`config.mk`:
```
export PLATFORM = sky130hd
export DESIGN_NAME = capture_top
export DESIGN_NICKNAME = d
export VERILOG_FILES = /design/src/hw/capture_pkg.sv /design/src/hw/trig_ctrl_if.sv /design/src/hw/capture_top.sv /design/src/hw/sample_capture.sv /design/src/hw/trigger_unit.sv /design/src/hw/sample_buffer.sv
export VERILOG_INCLUDE_DIRS = /design/src /design/src/include
export SDC_FILE = /design/constraint.sdc
export NUM_CORES = 2
export LEC_CHECK = 0
export BUFFER_PORTS_ARGS = -buffer_cell sky130_fd_sc_hd__buf_4
export CAP_MARGIN = 20
export CORE_MARGIN = 5
export CORE_UTILIZATION = 30
export DETAILED_ROUTE_END_ITERATION = 7
export MAX_ROUTING_LAYER = met4
export PLACE_DENSITY = 0.55
export SKIP_LAST_GASP = 1
export SLEW_MARGIN = 20
export SYNTH_ARGS = -nofsm -noshare
export SYNTH_HDL_FRONTEND = slang
export SYNTH_SLANG_ARGS = --single-unit
```
`constraint.sdc`:
```
create_clock -name adc_clk -period 5 [get_ports adc_clk]
set_clock_uncertainty 0.05 [all_clocks]
set_input_delay 1.5 -clock adc_clk [delete_from_list [all_inputs] [get_ports adc_clk]]
set_output_delay 1.5 -clock adc_clk [all_outputs]
set_load 0.01 [all_outputs]
```
`src/include/capture_params.svh`:
```
`ifndef CAPTURE_PARAMS_SVH
`define CAPTURE_PARAMS_SVH

// adc sample word
`define ADC_WIDTH 10

// sample memory size, depth must equal 2**BUF_AW
`define BUF_DEPTH 256
`define BUF_AW 8

// offset delay and trigger length counters
`define CNT_WIDTH 32

`endif
```
`src/hw/capture_pkg.sv`:
```
`include "capture_params.svh"

package capture_pkg;

  // one raw adc sample
  typedef logic [`ADC_WIDTH-1:0] sample_t;

  // buffer address, also used as sample count minus one
  typedef logic [`BUF_AW-1:0] buf_addr_t;

  // offset delay and trigger length count
  typedef logic [`CNT_WIDTH-1:0] count_t;

  // capture engine states
  typedef enum logic {
    CAP_IDLE, // waiting for capture_go
    CAP_RUN   // writing samples
  } cap_state_t;

endpackage

```
`src/hw/trig_ctrl_if.sv`:
```
interface trig_ctrl_if;

  logic capture_go;      // one-cycle start, sample 0 on adc bus now
  logic capture_active;  // trigger seen, held until after done
  logic capture_done;    // one-cycle pulse after last write
  logic armed_and_ready; // capture engine idle

  // trigger side
  modport trig (
    output capture_go,
    output capture_active,
    input  capture_done,
    input  armed_and_ready
  );

  // capture engine side
  modport cap (
    input  capture_go,
    input  capture_active,
    output capture_done,
    output armed_and_ready
  );

endinterface

```
`src/hw/capture_top.sv`:
```
module capture_top (
  input  logic                   reset,
  input  logic                   adc_clk,
  input  capture_pkg::sample_t   adc_data_i,
  input  logic                   trigger_i,
  input  logic                   trigger_level_i,
  input  logic                   trigger_wait_i,
  input  logic                   trigger_now_i,
  input  logic                   arm_i,
  input  capture_pkg::count_t    trigger_offset_i,
  input  capture_pkg::buf_addr_t num_samples_i,
  input  capture_pkg::buf_addr_t rd_addr_i,        // host readback
  output capture_pkg::sample_t   rd_data_o,
  output logic                   arm_o,
  output logic                   capture_active_o,
  output logic                   capture_go_o,
  output logic                   capture_done_o,
  output capture_pkg::count_t    trigger_length_o
);
  import capture_pkg::*;

  trig_ctrl_if ctrl_if ();

  logic      wr_en;   // engine to memory
  buf_addr_t wr_addr;
  sample_t   wr_data;

  trigger_unit trigger_unit_inst (
    .reset            (reset),
    .adc_clk          (adc_clk),
    .trigger_i        (trigger_i),
    .trigger_level_i  (trigger_level_i),
    .trigger_wait_i   (trigger_wait_i),
    .trigger_now_i    (trigger_now_i),
    .arm_i            (arm_i),
    .trigger_offset_i (trigger_offset_i),
    .arm_o            (arm_o),
    .trigger_length_o (trigger_length_o),
    .ctrl             (ctrl_if.trig)
  );

  sample_capture sample_capture_inst (
    .reset         (reset),
    .adc_clk       (adc_clk),
    .adc_data_i    (adc_data_i),
    .num_samples_i (num_samples_i),
    .ctrl          (ctrl_if.cap),
    .wr_en_o       (wr_en),
    .wr_addr_o     (wr_addr),
    .wr_data_o     (wr_data)
  );

  sample_buffer sample_buffer_inst (
    .adc_clk   (adc_clk),
    .wr_en_i   (wr_en),
    .wr_addr_i (wr_addr),
    .rd_addr_i (rd_addr_i),
    .wr_data_i (wr_data),
    .rd_data_o (rd_data_o)
  );

  // control status straight out for the host
  assign capture_active_o = ctrl_if.capture_active;
  assign capture_go_o     = ctrl_if.capture_go;
  assign capture_done_o   = ctrl_if.capture_done;

endmodule

```
`src/hw/sample_capture.sv`:
```
module sample_capture (
  input  logic                   reset,
  input  logic                   adc_clk,
  input  capture_pkg::sample_t   adc_data_i,
  input  capture_pkg::buf_addr_t num_samples_i, // samples minus one
  trig_ctrl_if.cap               ctrl,
  output logic                   wr_en_o,
  output capture_pkg::buf_addr_t wr_addr_o,
  output capture_pkg::sample_t   wr_data_o
);
  import capture_pkg::*;

  cap_state_t state_q;
  buf_addr_t  last_addr_q; // final address, frozen at start
  logic       last_wr;     // final write this cycle

  assign last_wr = wr_en_o && (wr_addr_o == last_addr_q);

  // ready for a new trigger whenever idle
  assign ctrl.armed_and_ready = (state_q == CAP_IDLE);

  // control path
  always_ff @(posedge adc_clk) begin
    if (reset) begin
      state_q           <= CAP_IDLE;
      wr_en_o           <= 1'b0;
      ctrl.capture_done <= 1'b0;
    end else begin
      ctrl.capture_done <= 1'b0; // pulse default
      case (state_q)
        CAP_IDLE: begin
          wr_en_o <= 1'b0;
          if (ctrl.capture_go) begin
            state_q <= CAP_RUN;
            wr_en_o <= 1'b1;     // sample 0 written next cycle
          end
        end
        CAP_RUN: begin
          if (!ctrl.capture_active) begin
            state_q <= CAP_IDLE; // host disarmed, abort quietly
            wr_en_o <= 1'b0;
          end else if (last_wr) begin
            state_q           <= CAP_IDLE;
            wr_en_o           <= 1'b0;
            ctrl.capture_done <= 1'b1;
          end
        end
        default: begin
          state_q <= CAP_IDLE;
          wr_en_o <= 1'b0;
        end
      endcase
    end
  end

  // write datapath, one register stage behind the adc bus
  always_ff @(posedge adc_clk) begin
    wr_data_o <= adc_data_i;
    if (state_q == CAP_IDLE) begin
      wr_addr_o   <= '0;
      last_addr_q <= num_samples_i; // latched on the go edge
    end else begin
      wr_addr_o <= wr_addr_o + 1'b1;
    end
  end

  // buffer writes only while capturing
  a_no_idle_write: assert property (
    @(posedge adc_clk) disable iff (reset)
    wr_en_o |-> (state_q != CAP_IDLE)
  );

endmodule

```
`src/hw/trigger_unit.sv`:
```
module trigger_unit (
  input  logic                reset,
  input  logic                adc_clk,
  input  logic                trigger_i,        // async trigger pin
  input  logic                trigger_level_i,  // 1 high or rising, 0 low or falling
  input  logic                trigger_wait_i,   // 1 needs inactive level before arming
  input  logic                trigger_now_i,    // async force trigger
  input  logic                arm_i,            // edge sensitive arm request
  input  capture_pkg::count_t trigger_offset_i, // go delay in adc cycles
  output logic                arm_o,            // internal arm status
  output capture_pkg::count_t trigger_length_o, // active trigger cycles since arm
  trig_ctrl_if.trig           ctrl
);
  import capture_pkg::*;

  logic [1:0] now_sync_q;        // trigger_now synchroniser
  logic       now_r_q;
  logic       now_r2_q;
  logic       trigger_now;       // single-cycle sync'd force
  logic       trig_hit;          // pin at active level
  logic       trig_event;        // qualified trigger this cycle
  logic       armed_q;
  logic       reset_arm_q;       // trigger taken, block re-arm
  logic       resetarm;
  logic       int_reset_capture;
  logic       go_start_q;        // offset delay running
  logic       triggered_q;       // one start per active period
  count_t     delay_cnt_q;
  logic       arm_dly_q;

  // trigger pin used raw so the event adds no sync latency
  assign trig_hit   = (trigger_i == trigger_level_i);
  assign trig_event = (trig_hit & armed_q) | trigger_now;

  // two flops for metastability then edge detect, 3 cycles to event
  always_ff @(posedge adc_clk) begin
    if (reset) begin
      now_sync_q <= 2'b00;
      now_r_q    <= 1'b0;
      now_r2_q   <= 1'b0;
    end else begin
      {now_r2_q, now_r_q, now_sync_q} <= {now_r_q, now_sync_q, trigger_now_i};
    end
  end

  assign trigger_now = now_r_q & ~now_r2_q; // rising edge only

  // held after a trigger until host drops arm and capture has ended
  always_ff @(posedge adc_clk) begin
    if (reset) begin
      reset_arm_q <= 1'b0;
    end else if (trig_event) begin
      reset_arm_q <= 1'b1;
    end else if (!arm_i && !ctrl.capture_active) begin
      reset_arm_q <= 1'b0;
    end
  end

  assign resetarm = reset | reset_arm_q;

  // armed once engine idle and wait condition met
  always_ff @(posedge adc_clk) begin
    if (resetarm) begin
      armed_q <= 1'b0;
    end else if (arm_i && ctrl.armed_and_ready && (!trig_hit || !trigger_wait_i)) begin
      armed_q <= 1'b1; // wait mode needs inactive level here
    end
  end

  // arm status follows request only
  always_ff @(posedge adc_clk) begin
    if (resetarm) begin
      arm_o <= 1'b0;
    end else if (arm_i) begin
      arm_o <= 1'b1;
    end
  end

  // done, disarm or reset end the capture
  assign int_reset_capture = reset | ctrl.capture_done | ~arm_i;

  always_ff @(posedge adc_clk) begin
    if (int_reset_capture) begin
      ctrl.capture_active <= 1'b0;
      go_start_q          <= 1'b0;
      triggered_q         <= 1'b0;
    end else begin
      if (trig_event) begin
        ctrl.capture_active <= 1'b1;
      end
      if (trig_event && !triggered_q) begin
        go_start_q <= 1'b1;       // start offset delay
      end else if (ctrl.capture_go) begin
        go_start_q <= 1'b0;       // delay finished
      end
      if (go_start_q) begin
        triggered_q <= 1'b1;
      end else if (!trig_hit) begin
        triggered_q <= 1'b0;      // pin released, next start allowed
      end
    end
  end

  // offset delay, go lands offset+1 edges after event edge
  always_ff @(posedge adc_clk) begin
    if (int_reset_capture || ctrl.capture_go) begin
      ctrl.capture_go <= 1'b0;    // one-cycle pulse
      delay_cnt_q     <= '0;
    end else if (go_start_q) begin
      if (delay_cnt_q == trigger_offset_i) begin
        ctrl.capture_go <= 1'b1;
      end else begin
        delay_cnt_q <= delay_cnt_q + 1'b1;
      end
    end
  end

  // trigger length, cleared by arm edge then counts active cycles
  always_ff @(posedge adc_clk) begin
    if (reset) begin
      arm_dly_q        <= 1'b0;
      trigger_length_o <= '0;
    end else begin
      arm_dly_q <= arm_i;
      if (arm_i && !arm_dly_q) begin
        trigger_length_o <= '0;   // new arm
      end else if (trig_hit) begin
        trigger_length_o <= trigger_length_o + 1'b1;
      end
    end
  end

  // go is a single-cycle strobe per capture
  a_go_single: assert property (
    @(posedge adc_clk) disable iff (reset)
    ctrl.capture_go |=> !ctrl.capture_go
  );

  // engine only starts inside an active capture window
  a_go_active: assert property (
    @(posedge adc_clk) disable iff (reset)
    ctrl.capture_go |-> ctrl.capture_active
  );

endmodule

```
`src/hw/sample_buffer.sv`:
```
`include "capture_params.svh"

module sample_buffer (
  input  logic                   adc_clk,
  input  logic                   wr_en_i,
  input  capture_pkg::buf_addr_t wr_addr_i,
  input  capture_pkg::buf_addr_t rd_addr_i,
  input  capture_pkg::sample_t   wr_data_i,
  output capture_pkg::sample_t   rd_data_o
);
  import capture_pkg::*;

  localparam int unsigned DEPTH = `BUF_DEPTH;

  sample_t mem_q [DEPTH]; // plain array, maps to block ram

  // write port
  always_ff @(posedge adc_clk) begin
    if (wr_en_i) begin
      mem_q[wr_addr_i] <= wr_data_i;
    end
  end

  // registered read, data one cycle after address
  always_ff @(posedge adc_clk) begin
    rd_data_o <= mem_q[rd_addr_i];
  end

endmodule

```
==> metrics <==
register area=79300 um^2; Reg2Reg Launch Point=sample_capture_inst.wr_en_o; Reg-to-Reg End=sample_buffer_inst.mem_q[30][4]; CP Launch Type=input pin; Mean Syn Cell Area=20.7 um^2; f_max=259 MHz; PortBufs=110; commonest cells after routing, fill and taps aside=edfxtp_1 (2568), mux4_2 (585), buf_4 (318); synthesized instance count=5015; # rows=215; Max Slew Vio Count=0; CP peak stage delay=0.76 ns; Worst R2R Setup Slack=1.38 ns; Hold Crit Start=trigger_unit_inst.now_sync_q[0]; dpl ws=0.153 ns; CTS sink count=2675; R2R cell count=4; Top FF cell, synth=edfxtp_1; worst hold path depth=1; Final min period=3.86 ns; RSZ-0062 raised after global routing=false; Total GRT Usage=15.9%; CTS buffer count=300; Final Worst Setup Slack=1.14 ns; CTS tree=yes; post-route cell area=121000 um^2; CTS root buf=clkbuf_16; Critical Path RT=5.76 ns; status=finished clean; worst path cell trace=buf_8, buf_12, buf_12, buf_4, mux4_2, a22oi_1, a21oi_1, nor4b_1, buf_4, nor4_1; clock insertion delay at the later pin of the skew report=0.94 ns; GR Overflow Total=0; dpl cell area=111000 um^2; Yosys reg bits=2675; WS Path Type=input pin to register; max_cap viols=0; syn_nets=5086; layout cells sized above 1=26.4%; height of the die=598 um; relative slew slack=24.3%; Hold Path End=trigger_unit_inst.now_sync_q[1]; cell count after placement=9643; antenna violations before repair=9; # nets final=5464; # setup viols final=0; Slew @ Worst Pin=1.13 ns; Yosys cell types=67; number of flops mapped to enable cells by yosys=2568; Routed WL=281 mm; largest net degree at the start of global routing=210; Worst Hold Class=register to register; Routed WL per cell=27.6 um; Post-Layout Cell Count=10200; Leak=37.5 nW; Final Util=35.1%; Die Wd=598 um; Core ar.=344000 um^2; die area=357000 um^2; initial DRC count=5832; crit path buf inv count=5; cell taking the most area after synthesis=edfxtp_1; vias=52300; area of the multi-input gates=22800 um^2; Fin. Hold Viols=0; number of global-route vias before repair=53000; Peak VDD IR=0.000422 V; Clock Path Buffers=4; critical path arrival=4.62 ns; commonest non-fill, non-tap cell in the layout=edfxtp_1; Detail Route Antenna Nets=0; Vias/cell=5.14; Worst setup EP type=register; post-CTS setup buffers=0; Pwr per Cell Area=402 nW/um^2; main area contributors after synthesis=edfxtp_1 (74%), mux4_2 (13%), dfxtp_1 (2.1%); area added between synthesis and finish=16.5%; Seq/Total Area, Yosys=76.5%; Initial Util=30.2%; YS warnings=0; Top delay family on crit path=buffers and inverters; # hold bufs at CTS=0; fin crit share=77.2%; worst-path fanout max=18; first-pass GRT wire length=401 mm; fillers=31700; Pre-antenna DRT Iters=5; post-CTS sizing=0; hpwl dp=176 mm; number of I/O pins=111; gpl congestion=0.815; Post-synth ARST share=0%; Post-Syn Area=104000 um^2; top-area cell type share of the netlist area=74.4%; clock transition at the registers of the reported paths=0.06 ns; H-tree levels=5; DR DRC count=0; slowest CP cell=nor4b_1
[area by class of cell]
cell class                 count  share of cell area, %
tap                         4557                   4.72
timing repair buffer         362                   2.70
clock inverter               144                   1.32
sequential                  2675                   65.7
multi-input combinational   2037                   18.9
clock buffer                 374                   6.60
antenna                        5                 0.0104
inverter                      17                 0.0549
[sequential cells by signal, summed over array words and instances, names as in the netlist]
register                               flops
trigger_unit_inst.reset_arm_q              1
trigger_unit_inst.triggered_q              1
trigger_unit_inst.delay_cnt_q             32
trigger_unit_inst.armed_q                  1
sample_capture_inst.state_q                1
trigger_unit_inst.arm_o                    1
sample_capture_inst.wr_en_o                1
sample_buffer_inst.rd_data_o              10
sample_capture_inst.last_addr_q            8
sample_buffer_inst.mem_q                2560
trigger_unit_inst.now_r2_q                 1
trigger_unit_inst.trigger_length_o        32
sample_capture_inst.wr_addr_o              8
trigger_unit_inst.now_r_q                  1
sample_capture_inst.ctrl.capture_done      1
trigger_unit_inst.go_start_q               1
trigger_unit_inst.now_sync_q               2
sample_capture_inst.wr_data_o             10
trigger_unit_inst.ctrl.capture_go          1
trigger_unit_inst.arm_dly_q                1
trigger_unit_inst.ctrl.capture_active      1
[worst max path at each step]
stage | start | endpoint | slack [ns] | cells after the start
after floorplan | sample_capture_inst.wr_data_o[0] | sample_buffer_inst.mem_q[0][0] | 0.72 | 0
after detailed placement | rd_addr_i[0] | sample_buffer_inst.rd_data_o[8] | 0.15 | 10
final | rd_addr_i[0] | sample_buffer_inst.rd_data_o[8] | 1.14 | 10
after CTS | rd_addr_i[0] | sample_buffer_inst.rd_data_o[8] | 1.15 | 10
after global placement | rd_addr_i[0] | sample_buffer_inst.rd_data_o[8] | -0.02 | 10
after global routing | rd_addr_i[1] | sample_buffer_inst.rd_data_o[6] | 1.08 | 9
[per-stage QoR]
stage,hold slack [ns],power (mW),TNS [ns]
floorplan,0.364,26.4,0
global placement,0.370,27.3,-0.0152
detailed placement,0.379,27.4,0
CTS,0.393,48.9,0
global route,0.409,50.0,0
finish,0.387,48.5,0
[report_power, final]
group          switching [mW]  internal (mW)  total (mW)
logic                    1.35          0.819        2.17
registers               0.139           24.6        24.7
clock network            8.69           12.9        21.6
[cell families after synthesis]
logic type	after synthesis	synth area share [%]
buf+inv	303	1.68
fa+ha+maj	6	0.0725
compound gates	514	3.47
simple gates	649	2.90
xor+xnor	76	0.650
flops	2675	76.5
mux	792	14.7
[layer usage]
| layer | part of all wire [%] | vias up | routed length [um] | GRT usage (%) |
|---|---|---|---|---|
| li1 | - | 21700 | - | - |
| met1 | 42 | 28200 | 119000 | 21.6 |
| met2 | 48 | 2028 | 135000 | 24.7 |
| met3 | 6.8 | 383 | 19000 | 2.76 |
| met4 | 2.8 | 0 | 7870 | 4.59 |
| met5 | 0 | - | 0 | - |
[cell usage after synthesis (6+ instances only)]
cell          n
o21ai_0      44
and4_1       11
xnor2_1       9
nand2_1     116
inv_1        15
nor2_1      328
a31oi_1       6
or4_1        14
dfxtp_1     107
a2bb2oi_1     7
a21oi_1     122
edfxtp_1   2568
buf_4        29
a221oi_1     27
o221ai_1     77
nor3_1        9
xor2_1       66
clkbuf_1    129
buf_8        10
buf_2        63
and3_1       12
buf_1        16
and2_1       12
o31ai_1      11
nor4_1       11
nand4_1      15
nor2b_1      22
o211ai_1     16
nand2b_1      8
ha_1          6
or3_1        38
nand3_1      33
a22o_1       33
buf_6        38
mux2_2       16
mux4_2      585
mux2i_1     191
o41ai_1       6
o22ai_1      47
a211oi_1     12
a22oi_1      81
Power figures use the tool's default switching activity.
